<file path="src/logic/qa_drv_pkg.sv">
// Host link driver shared definitions

package qa_drv_pkg;

    // ------------------------------------------------------------
    // Request and response headers
    // ------------------------------------------------------------

    // Request header on tx channels 0 and 1 (61 bits)
    typedef struct packed {
        logic [12:0] rsvd;      // Always zero
        logic [3:0]  req_type;  // REQ_RD_LINE or REQ_WR_LINE
        logic [31:0] addr;      // Line address
        logic [11:0] mdata;     // Request tag
    } t_tx_hdr;

    // Response header on rx channel 0 (18 bits)
    typedef struct packed {
        logic [1:0]  rsvd;
        logic [3:0]  rsp_type;  // Response code
        logic [11:0] mdata;     // Tag echoed from the request
    } t_rx_hdr;

    // ------------------------------------------------------------
    // Request and response codes
    // ------------------------------------------------------------
    localparam logic [3:0] REQ_WR_LINE = 4'h2;  // Line write request
    localparam logic [3:0] REQ_RD_LINE = 4'h4;  // Line read request
    localparam logic [3:0] RSP_RD_LINE = 4'h4;  // Read data response

    // ------------------------------------------------------------
    // CSR indices, carried in mdata of a config write
    // ------------------------------------------------------------
    localparam logic [11:0] CSR_READ_BASE   = 12'h0a0;  // Read ring line address
    localparam logic [11:0] CSR_WRITE_BASE  = 12'h0a4;  // Write ring line address
    localparam logic [11:0] CSR_STATUS_ADDR = 12'h0a8;  // Status line address
    localparam logic [11:0] CSR_ENABLE      = 12'h0ac;  // Bit 0 starts both paths

endpackage

</file>
<file path="src/logic/cci_write_arbiter.sv">
// Round-robin arbiter for tx channel 1

module cci_write_arbiter
#(
    parameter int DATA_WIDTH = 64
)
(
    input  logic                    vl_clk_LPdomain_32ui,
    input  logic                    rst_n,
    input  logic                    almostfull,

    input  logic                    req_valid_a,    // Frame writer
    input  qa_drv_pkg::t_tx_hdr     req_hdr_a,
    input  logic [DATA_WIDTH-1:0]   req_data_a,
    input  logic                    req_valid_b,    // Status writer
    input  qa_drv_pkg::t_tx_hdr     req_hdr_b,
    input  logic [DATA_WIDTH-1:0]   req_data_b,

    output logic                    grant_a,
    output logic                    grant_b,
    output qa_drv_pkg::t_tx_hdr     wr_hdr,
    output logic [DATA_WIDTH-1:0]   wr_data,
    output logic                    wr_valid
);

    logic last_b;   // Requester b won the most recent grant

    // On contention the side that did not win last goes first
    assign grant_a  = !almostfull && req_valid_a && (!req_valid_b || last_b);
    assign grant_b  = !almostfull && req_valid_b && (!req_valid_a || !last_b);
    assign wr_valid = grant_a || grant_b;
    assign wr_hdr   = grant_b ? req_hdr_b  : req_hdr_a;
    assign wr_data  = grant_b ? req_data_b : req_data_a;

    always_ff @(posedge vl_clk_LPdomain_32ui)
    begin
        if (!rst_n)
            last_b <= 1'b0;
        else if (wr_valid)
            last_b <= grant_b;
    end

endmodule

</file>
<file path="src/logic/frame_reader.sv">
// Ring reader with response reorder slots

module frame_reader
#(
    parameter int DATA_WIDTH = 64,
    parameter int RING_LOG   = 4,
    parameter int SLOT_LOG   = 2
)
(
    input  logic                    vl_clk_LPdomain_32ui,
    input  logic                    rst_n,

    input  logic                    enable,
    input  logic                    lp_initdone,
    input  logic [31:0]             read_base,
    input  logic                    almostfull,      // tx channel 0 back-pressure

    // Read requests toward tx channel 0
    output qa_drv_pkg::t_tx_hdr     rd_req_hdr,
    output logic                    rd_req_valid,

    // Read responses from rx channel 0
    input  logic                    rsp_valid,
    input  logic [11:0]             rsp_tag,
    input  logic [DATA_WIDTH-1:0]   rsp_data,

    // Client receive stream
    output logic [DATA_WIDTH-1:0]   rx_fifo_data,
    output logic                    rx_fifo_rdy,
    input  logic                    rx_fifo_enable,

    output logic [RING_LOG:0]       consumed_count   // Lines popped, wraps
);

    localparam int SLOTS = 1 << SLOT_LOG;
    localparam logic [RING_LOG:0] SLOT_LIMIT = (RING_LOG+1)'(SLOTS);

    logic [RING_LOG:0]      issue_cnt;              // Lines requested, wraps
    logic [RING_LOG:0]      in_use;                 // Slots requested but not popped
    logic [SLOT_LOG-1:0]    head;                   // Next slot due to the client
    logic [SLOT_LOG-1:0]    rsp_slot;
    logic [SLOTS-1:0]       slot_full;
    logic [DATA_WIDTH-1:0]  slot_data [SLOTS];
    logic                   pop;

    // ------------------------------------------------------------
    // Request issue
    // ------------------------------------------------------------
    assign in_use = issue_cnt - consumed_count;     // Modular difference
    assign rd_req_valid = enable && lp_initdone && !almostfull && (in_use < SLOT_LIMIT);

    always_comb
    begin
        rd_req_hdr          = '0;
        rd_req_hdr.req_type = qa_drv_pkg::REQ_RD_LINE;
        rd_req_hdr.addr     = read_base + 32'(issue_cnt[RING_LOG-1:0]);   // Ring index
        rd_req_hdr.mdata    = 12'(issue_cnt[SLOT_LOG-1:0]);               // Slot tag
    end

    // ------------------------------------------------------------
    // Reorder slots, drained strictly in issue order
    // ------------------------------------------------------------
    assign head         = consumed_count[SLOT_LOG-1:0];
    assign rsp_slot     = rsp_tag[SLOT_LOG-1:0];
    assign rx_fifo_rdy  = slot_full[head];
    assign rx_fifo_data = slot_data[head];
    assign pop          = rx_fifo_enable && rx_fifo_rdy;

    always_ff @(posedge vl_clk_LPdomain_32ui)
    begin
        if (!rst_n)
        begin
            slot_full      <= '0;
            issue_cnt      <= '0;
            consumed_count <= '0;
        end
        else
        begin
            if (pop)
            begin
                slot_full[head] <= 1'b0;
                consumed_count  <= consumed_count + 1'b1;
            end
            // A slot is refilled only after its pop, so no clash with head
            if (rsp_valid)
                slot_full[rsp_slot] <= 1'b1;
            if (rd_req_valid)
                issue_cnt <= issue_cnt + 1'b1;
        end
    end

    // Line storage
    always_ff @(posedge vl_clk_LPdomain_32ui)
    begin
        if (rsp_valid)
            slot_data[rsp_slot] <= rsp_data;
    end

endmodule

</file>
<file path="src/logic/frame_writer.sv">
// Client words to ring line writes

module frame_writer
#(
    parameter int DATA_WIDTH = 64,
    parameter int RING_LOG   = 4
)
(
    input  logic                    vl_clk_LPdomain_32ui,
    input  logic                    rst_n,

    input  logic                    enable,
    input  logic [31:0]             write_base,

    // Client transmit side
    input  logic [DATA_WIDTH-1:0]   tx_fifo_data,
    input  logic                    tx_fifo_enable,
    output logic                    tx_fifo_rdy,

    // Request toward the write arbiter
    output logic                    req_valid,
    output qa_drv_pkg::t_tx_hdr     req_hdr,
    output logic [DATA_WIDTH-1:0]   req_data,
    input  logic                    grant
);

    logic [RING_LOG-1:0] wr_idx;        // Next ring line to write
    logic                req_full;      // One-word request register occupied

    assign tx_fifo_rdy = enable && !req_full;
    assign req_valid   = req_full;

    always_comb
    begin
        req_hdr          = '0;
        req_hdr.req_type = qa_drv_pkg::REQ_WR_LINE;
        req_hdr.addr     = write_base + 32'(wr_idx);
        req_hdr.mdata    = 12'(wr_idx);     // Tag is the ring index
    end

    always_ff @(posedge vl_clk_LPdomain_32ui)
    begin
        if (!rst_n)
        begin
            req_full <= 1'b0;
            wr_idx   <= '0;
        end
        else if (tx_fifo_enable && tx_fifo_rdy)
            req_full <= 1'b1;               // Push only when empty, never with grant
        else if (grant)
        begin
            req_full <= 1'b0;
            wr_idx   <= wr_idx + 1'b1;      // Wraps modulo ring size
        end
    end

    // Payload register
    always_ff @(posedge vl_clk_LPdomain_32ui)
    begin
        if (tx_fifo_enable && tx_fifo_rdy)
            req_data <= tx_fifo_data;
    end

endmodule

</file>
<file path="src/logic/qa_driver.sv">
// Host link driver top level

module qa_driver
#(
    parameter int DATA_WIDTH = 64,
    parameter int RING_LOG   = 4,
    parameter int SLOT_LOG   = 2
)
(
    input  logic                    vl_clk_LPdomain_32ui,
    input  logic                    rst_n,

    // ------------------------------------------------------------
    // Host side
    // ------------------------------------------------------------
    input  qa_drv_pkg::t_rx_hdr     rx0_hdr,
    input  logic [DATA_WIDTH-1:0]   rx0_data,
    input  logic                    rx0_rdvalid,    // Read response
    input  logic                    rx0_cfgvalid,   // Config write
    input  logic                    tx0_almostfull,
    input  logic                    tx1_almostfull,
    input  logic                    lp_initdone,

    output qa_drv_pkg::t_tx_hdr     tx0_hdr,
    output logic                    tx0_rdvalid,
    output qa_drv_pkg::t_tx_hdr     tx1_hdr,
    output logic [DATA_WIDTH-1:0]   tx1_data,
    output logic                    tx1_wrvalid,

    // ------------------------------------------------------------
    // Client side
    // ------------------------------------------------------------
    output logic [DATA_WIDTH-1:0]   rx_fifo_data,
    output logic                    rx_fifo_rdy,
    input  logic                    rx_fifo_enable,
    input  logic [DATA_WIDTH-1:0]   tx_fifo_data,
    output logic                    tx_fifo_rdy,
    input  logic                    tx_fifo_enable
);

    logic [31:0]            read_base, write_base, status_addr;
    logic                   enable;
    logic [RING_LOG:0]      consumed_count;

    qa_drv_pkg::t_tx_hdr    rd_req_hdr;     // Unregistered channel 0 request
    logic                   rd_req_valid;
    qa_drv_pkg::t_tx_hdr    fw_hdr, sw_hdr, wr_hdr;
    logic [DATA_WIDTH-1:0]  fw_data, sw_data, wr_data;
    logic                   fw_valid, sw_valid, wr_valid;
    logic                   fw_grant, sw_grant;

    // Every host-bound signal leaves from a flop
    always_ff @(posedge vl_clk_LPdomain_32ui)
    begin
        if (!rst_n)
        begin
            tx0_rdvalid <= 1'b0;
            tx1_wrvalid <= 1'b0;
        end
        else
        begin
            tx0_rdvalid <= rd_req_valid;
            tx1_wrvalid <= wr_valid;
        end
    end

    always_ff @(posedge vl_clk_LPdomain_32ui)
    begin
        tx0_hdr  <= rd_req_hdr;
        tx1_hdr  <= wr_hdr;
        tx1_data <= wr_data;
    end

    qa_drv_csr csr_inst
    (
        .vl_clk_LPdomain_32ui, .rst_n,
        .cfg_valid(rx0_cfgvalid), .cfg_index(rx0_hdr.mdata), .cfg_value(rx0_data[31:0]),
        .read_base, .write_base, .status_addr, .enable
    );

    frame_reader #(.DATA_WIDTH(DATA_WIDTH), .RING_LOG(RING_LOG), .SLOT_LOG(SLOT_LOG))
    reader_inst
    (
        .vl_clk_LPdomain_32ui, .rst_n, .enable, .lp_initdone, .read_base,
        .almostfull(tx0_almostfull), .rd_req_hdr, .rd_req_valid,
        .rsp_valid(rx0_rdvalid), .rsp_tag(rx0_hdr.mdata), .rsp_data(rx0_data),
        .rx_fifo_data, .rx_fifo_rdy, .rx_fifo_enable, .consumed_count
    );

    frame_writer #(.DATA_WIDTH(DATA_WIDTH), .RING_LOG(RING_LOG)) writer_inst
    (
        .vl_clk_LPdomain_32ui, .rst_n, .enable, .write_base,
        .tx_fifo_data, .tx_fifo_enable, .tx_fifo_rdy,
        .req_valid(fw_valid), .req_hdr(fw_hdr), .req_data(fw_data), .grant(fw_grant)
    );

    qa_drv_status_writer #(.DATA_WIDTH(DATA_WIDTH), .RING_LOG(RING_LOG)) status_inst
    (
        .vl_clk_LPdomain_32ui, .rst_n, .enable, .status_addr, .consumed_count,
        .req_valid(sw_valid), .req_hdr(sw_hdr), .req_data(sw_data), .grant(sw_grant)
    );

    cci_write_arbiter #(.DATA_WIDTH(DATA_WIDTH)) wr_arb_inst
    (
        .vl_clk_LPdomain_32ui, .rst_n, .almostfull(tx1_almostfull),
        .req_valid_a(fw_valid), .req_hdr_a(fw_hdr), .req_data_a(fw_data),
        .req_valid_b(sw_valid), .req_hdr_b(sw_hdr), .req_data_b(sw_data),
        .grant_a(fw_grant), .grant_b(sw_grant), .wr_hdr, .wr_data, .wr_valid
    );

endmodule

</file>
<file path="src/logic/qa_drv_csr.sv">
// Driver configuration registers

module qa_drv_csr
(
    input  logic        vl_clk_LPdomain_32ui,
    input  logic        rst_n,

    // Config writes from rx channel 0
    input  logic        cfg_valid,
    input  logic [11:0] cfg_index,
    input  logic [31:0] cfg_value,

    // Decoded state
    output logic [31:0] read_base,
    output logic [31:0] write_base,
    output logic [31:0] status_addr,
    output logic        enable
);

    always_ff @(posedge vl_clk_LPdomain_32ui)
    begin
        if (!rst_n)
        begin
            read_base   <= '0;
            write_base  <= '0;
            status_addr <= '0;
            enable      <= 1'b0;   // Both data paths idle after reset
        end
        else if (cfg_valid)
        begin
            // Unknown indices fall through and change nothing
            case (cfg_index)
                qa_drv_pkg::CSR_READ_BASE:   read_base   <= cfg_value;
                qa_drv_pkg::CSR_WRITE_BASE:  write_base  <= cfg_value;
                qa_drv_pkg::CSR_STATUS_ADDR: status_addr <= cfg_value;
                qa_drv_pkg::CSR_ENABLE:      enable      <= cfg_value[0];
                default:
                begin
                end
            endcase
        end
    end

endmodule

</file>
<file path="src/logic/qa_drv_status_writer.sv">
// Consumed-line status writer

module qa_drv_status_writer
#(
    parameter int DATA_WIDTH = 64,
    parameter int RING_LOG   = 4
)
(
    input  logic                    vl_clk_LPdomain_32ui,
    input  logic                    rst_n,

    input  logic                    enable,
    input  logic [31:0]             status_addr,
    input  logic [RING_LOG:0]       consumed_count,

    output logic                    req_valid,
    output qa_drv_pkg::t_tx_hdr     req_hdr,
    output logic [DATA_WIDTH-1:0]   req_data,
    input  logic                    grant
);

    logic [RING_LOG:0] last_posted;     // Count carried by the last granted write

    assign req_valid = enable && (consumed_count != last_posted);
    assign req_data  = DATA_WIDTH'(consumed_count);     // Always the live count

    always_comb
    begin
        req_hdr          = '0;
        req_hdr.req_type = qa_drv_pkg::REQ_WR_LINE;
        req_hdr.addr     = status_addr;
        req_hdr.mdata    = 12'h000;
    end

    always_ff @(posedge vl_clk_LPdomain_32ui)
    begin
        if (!rst_n)
            last_posted <= '0;
        else if (grant)
            last_posted <= consumed_count;  // Same value as the data sent
    end

endmodule

</file>
<file path="config.mk">
export PLATFORM = sky130hd
export DESIGN_NAME = qa_driver
export DESIGN_NICKNAME = d
export VERILOG_FILES = /design/src/logic/qa_drv_pkg.sv /design/src/logic/cci_write_arbiter.sv /design/src/logic/frame_reader.sv /design/src/logic/frame_writer.sv /design/src/logic/qa_driver.sv /design/src/logic/qa_drv_csr.sv /design/src/logic/qa_drv_status_writer.sv
export SDC_FILE = /design/constraint.sdc
export NUM_CORES = 1
export LEC_CHECK = 0
export BUFFER_PORTS_ARGS = -buffer_cell sky130_fd_sc_hd__buf_2
export CORE_ASPECT_RATIO = 1.2
export CORE_MARGIN = 2
export CORE_UTILIZATION = 51
export DETAILED_ROUTE_END_ITERATION = 6
export HOLD_SLACK_MARGIN = 0.15
export PLACE_DENSITY = 0.76
export SETUP_SLACK_MARGIN = 0.1
export SLEW_MARGIN = 30
export SYNTH_ARGS = -nofsm -noshare
export SYNTH_HDL_FRONTEND = slang
export SYNTH_HIERARCHICAL = 1
export SYNTH_SLANG_ARGS = --single-unit
</file>
<file path="constraint.sdc">
create_clock -name vl_clk_LPdomain_32ui -period 6.4 [get_ports vl_clk_LPdomain_32ui]
set_clock_uncertainty 0.15 [all_clocks]
set_input_delay 0.64 -clock vl_clk_LPdomain_32ui [delete_from_list [all_inputs] [get_ports vl_clk_LPdomain_32ui]]
set_output_delay 0.64 -clock vl_clk_LPdomain_32ui [all_outputs]
set_load 0.01 [all_outputs]
</file>
[After elaboration in Yosys (flattened, before gate mapping)]
Memory sizes are Yosys's and may differ from the RTL's. A register that Yosys moved wholly into a read port is not among the register bits.
Cells that the tools add are included.
Cells by class
  $lt $le $gt $ge: 5
  reduce and logical (&&, ||, !) cells: 27
  add/subtract/negate cells: 6
  mux-type cells: 17
  bitwise operators: 4
  eq/ne operators: 5
Operator list (count)
  $add 32x4->32: 2
  $eq 12x8->1 const B: 4
  $mux 44: 1
  $logic_and 1x1->1: 13
  $mux 4: 3
  $add 5x1->5 const B: 2
  $reduce_and 2->1: 5
  $mux 1: 7
  $lt 2x3->1 const B: 2
  $logic_not 1->1: 5
  $lt 5x3->1 const B: 1
  $mux 5: 1
  $ne 5x5->1: 1
  $sub 5x5->5: 1
  $add 4x1->4 const B: 1
  $and 4x4->4: 1
  $demux 1 s2: 2
  $ge 2x1->1 const B: 2
  $mux 2: 2
  $not 4->4: 1
  $or 4x4->4: 1
  $logic_or 1x1->1: 3
  $bmux 1 s2: 1
  $reduce_bool 2->1: 1
  $not 1->1: 1
Word-level totals
  input bits: 155
  memory bits (writable): 256
  bits in registers: 347
  memories: 1
  output and inout bits: 254
Memories
  reader_inst.slot_data: words 4, width 64, read ports 1, clocked after memory_dff 1, wr ports 1, RTL line frame_reader.sv:43  | logic [DATA_WIDTH-1:0] slot_data [SLOTS];

[Depth between registers and ports, before layout]
  depth in word-level cells: 10
  mapped depth: 11
  gate-level depth less buffers: 8

[Hierarchy]
The synthesis kept the hierarchy.
By module, submodules not included
  frame_reader: instances 1, area each 11036.8 µm², cells each 567
  qa_driver: instances 1, area each 3776.1 µm², cells each 190
  qa_drv_csr: instances 1, area each 3674.8 µm², cells each 355
  frame_writer: instances 1, area each 3170.5 µm², cells each 215
  cci_write_arbiter: instances 1, area each 1731.7 µm², cells each 149
  qa_drv_status_writer: instances 1, area each 1189.9 µm², cells each 150

[Worst setup path after synthesis]
No wires, ideal clock.
  kind: input -> register
  start: input port rx0_hdr[1] in the netlist's numbering
  end: memory reader_inst.slot_data[0][0], enable pin
  arrival time: 5.394 ns
  setup slack: 0.274 ns
  stages: 1
  cell sequence: nor3b_1
RTL lines
  start, declared: RTL line qa_driver.sv:16  | input qa_drv_pkg::t_rx_hdr rx0_hdr,
  end, declared: RTL line frame_reader.sv:43
Straight into the memory's write port.

==> flow_metrics.tcl <==
set metrics [dict create \
    port_buffers 402 \
    drt-pass1-iter-count 5 \
    p_comb_share_pct 4.4 \
    finalSetupTns_ps 0 \
    grt_setup_unrepaired "false" \
    cpPeakStageDelay_ps 640 \
    r2r_start "reader_inst/consumed_count[0]$_SDFFE_PN0N_" \
    cts_tree "done" \
    ys.flop_type "edfxtp_1" \
    final_cell_mix "buf_2, edfxtp_1, dfxtp_1" \
    mostFrequentLayoutCell "buf_2" \
    clk_path_buf_depth 3 \
    cts_resized 0 \
    synth_area_um2 24600 \
    grt_start_max_net_pins 95 \
    clkPwrFrac_pct 43.4 \
    vias_per_cell 4.98 \
    ys_types 59 \
    gp_congestion 0.802 \
    syn2layout_area_growth_pct 20.8 \
    globalRouteOverflowTotal 0 \
    min_period_ps 3540 \
    power_leakage_nw 12.4 \
    wl_per_cell_um 19.2 \
    htreeDepth 2 \
    cts.clk_slew.worst_paths_ps 60 \
    worstMarginPinSlew_ps 1000 \
    status "complete, no violations" \
    hold_viol 0 \
    cp_max_fo 25 \
    path_cells "buf_12 > buf_4 > mux4_2 > buf_2" \
    cp_top_family "buffers and inverters" \
    die_h_um 244 \
    syn-instance-count 1626 \
    core.rowCount 88 \
    maxSlewHeadroom_pct 33.1 \
    yosys_warnings 6 \
    hold_class "in2reg" \
    clock_latency_ps 620 \
    die_w_um 204 \
    design_area_um2 29700 \
    cts_root_buf "clkbuf_16" \
    ys_seq_area_share_pct 64.5 \
    grt_pass1_vias 14800 \
    cp.buffers_inverters 3 \
    netlist.top_cell.by_area "edfxtp_1" \
    critical_path_required_ps 5610 \
    async_reset_ff_share_pct 0 \
    fin_nets 2298 \
    hold_depth 3 \
    maxCapViolCount 0 \
    fin_crit_sh_pct 55.3 \
    track_usage_pct 21.3 \
    seqPwrFrac_pct 52.2 \
    max-vdd-ir-drop_mv 0.266 \
    min-delay-start "tx1_almostfull" \
    reg2regPathDepth 7 \
    yosys_register_bits 632 \
    worstPathArrival_ps 2750 \
    dp_hpwl_um 34300 \
    rr_endpoint "tx1_hdr[17]$_DFF_P_" \
    nFillCells 3419 \
    initial_utilization_pct 51.3 \
    max_freq_mhz 283 \
    drc 0 \
    rrSetupSlack_ps 3090 \
    drt_iter0_markers 775 \
    die_area_um2 50000 \
    end_kind "output port" \
    n_antenna_cell 0 \
    grt_pass1_wl_um 82000 \
    cts_sinks 632 \
    cp_slowest_cell "dfxtp_4" \
    antenna_found_initial 1 \
    synth_edf_count 320 \
    placed_cell_area_um2 26300 \
    layout-drive-gt1-share_pct 33.9 \
    start_kind "flip-flop" \
    p_int_mw 6.68 \
    cts_inserted_buffers 58 \
    holdPathEnd "tx1_wrvalid$_SDFF_PN0_" \
    p_sw_mw 1.73 \
    swShare_pct 20.6 \
    maxSlewViolCount 0 \
    drt_wl_total_um 53800 \
    synthTopCellsByArea "edfxtp_1, dfxtp_1, mux4_2, buf_4, mux2i_1" \
    core_um2 47900 \
    powerDensity_nw_per_um2 283 \
    ant_nets 0 \
    io_pins 409 \
    synth_top_area_share_pct 39.1 \
    synth.avg_cell_area_um2 15.1 \
    setup_violations 0 \
    via_count 14000 \
    worstSetupPathType "reg2out" \
]
-- flip-flops by register name, summed over array words and instances (netlist names), named ones only --
| register | cells |
|---|---|
| tx1_hdr | 61 |
| csr_inst/status_addr | 32 |
| tx0_hdr | 61 |
| status_inst/last_posted | 5 |
| reader_inst/issue_cnt | 5 |
| writer_inst/req_data | 64 |
| tx1_data | 64 |
| csr_inst/read_base | 32 |
| reader_inst/slot_data | 256 |
| csr_inst/enable | 1 |
| wr_arb_inst/last_b | 1 |
| csr_inst/write_base | 32 |
| reader_inst/consumed_count | 5 |
| writer_inst/req_valid | 1 |
| tx1_wrvalid | 1 |
| writer_inst/wr_idx | 4 |
| tx0_rdvalid | 1 |
| reader_inst/slot_full | 4 |
-- per-layer routing --
layer / GRT usage [%] / vias to the layer above / wire [µm]
met5: 0 / - / 13
met4: 7.82 / 2 / 1780
met3: 6.25 / 92 / 4460
met2: 37.2 / 494 / 26900
met1: 24.9 / 6872 / 20700
li1: - / 6505 / -
-- worst max-delay path by stage --
| stage | startpoint | endpoint | slack [ps] | cells past startpoint |
|---|---|---|---|---|
| final | flip-flop | rx_fifo_data[28] | 2860 | 4 |
| after CTS | flip-flop | rx_fifo_data[14] | 2720 | 4 |
| after floorplan | rx0_hdr[1] | reader_inst/slot_data[0][0]$_DFFE_PP_ | 270 | 1 |
| after global placement | reader_inst/consumed_count[0]$_SDFFE_PN0N_ | tx1_hdr[19]$_DFF_P_ | 3020 | 7 |
| after detailed placement | reader_inst/consumed_count[0]$_SDFFE_PN0N_ | tx1_hdr[17]$_DFF_P_ | 3010 | 7 |
| after global routing | flip-flop | rx_fifo_data[14] | 2610 | 4 |
-- power groups by stage --
stage               logic (mW)  registers, mW  clock network (mW)
finish                   0.373           4.39                3.65
global route             0.404           4.39                3.86
CTS                      0.366           4.39                3.72
detailed placement       0.302           4.48                   0
global placement         0.288           4.47                   0
floorplan                0.207           4.47                   0
-- timing repair --
item | 4_1_cts | 5_1_grt
buffers inserted | 0 | 0
hold endpoints to repair | 320 | 0
hold buffers | 128 | 0
-- worst min-delay path, cell delays in order --
cell    delay (ps)
buf_2          120
nor2_1          50
and2_1         140
-- cell type report --
| class | count | area, µm² | share of cell area, % |
|---|---|---|---|
| clock buffers | 81 | 1640 | 5.53 |
| clock inverters | 29 | 414 | 1.39 |
| flip-flops and latches | 632 | 15900 | 53.4 |
| well taps | 630 | 788 | 2.65 |
| inverters | 14 | 52.6 | 0.177 |
| repair buffers | 545 | 3450 | 11.6 |
| multi-input cells | 873 | 7480 | 25.2 |
-- through the flow --
stage / std cells / hold WS [ps] / setup WS [ps] / total power [mW] / util (%)
floorplan: 1760 / 281 / 274 / 4.68 / -
global placement: 2564 / 293 / 3020 / 4.76 / 54.9
detailed placement: 2565 / 304 / 3010 / 4.78 / 55.0
CTS: 2803 / 216 / 2720 / 8.47 / 61.9
global route: 2804 / 236 / 2610 / 8.66 / 62.0
finish: 2804 / 251 / 2860 / 8.41 / 62.0
-- cells in the mapped netlist, drive strengths merged, types with 3 or more instances --
cell / n
dfxtp: 312
nand4: 14
mux2i: 107
clkbuf: 23
conb: 6
nand3: 15
nand2b: 5
nor4b: 7
a21o: 5
nor3: 11
and2: 12
ha: 17
edfxtp: 320
inv: 14
nor2b: 14
mux4: 65
nor4: 11
nand4b: 3
nor3b: 8
mux2: 126
and3: 13
xnor2: 29
o21ai: 3
a21oi: 11
buf: 218
nor2: 16
nand2: 171
xor2: 44
nand3b: 4
a211oi: 3
-- kinds of logic after synthesis --
family                   synth area share, %
multiplexers                            16.7
adder cells (fa/ha/maj)                 1.03
flip-flops                              64.5
AO/OA/AOI/OAI                          0.891
XOR/XNOR                                2.60
buffers and inverters                   7.34
AND/OR/NAND/NOR                         6.87
other                                 0.0916
Note: power is estimated with default switching activity, not from simulation.
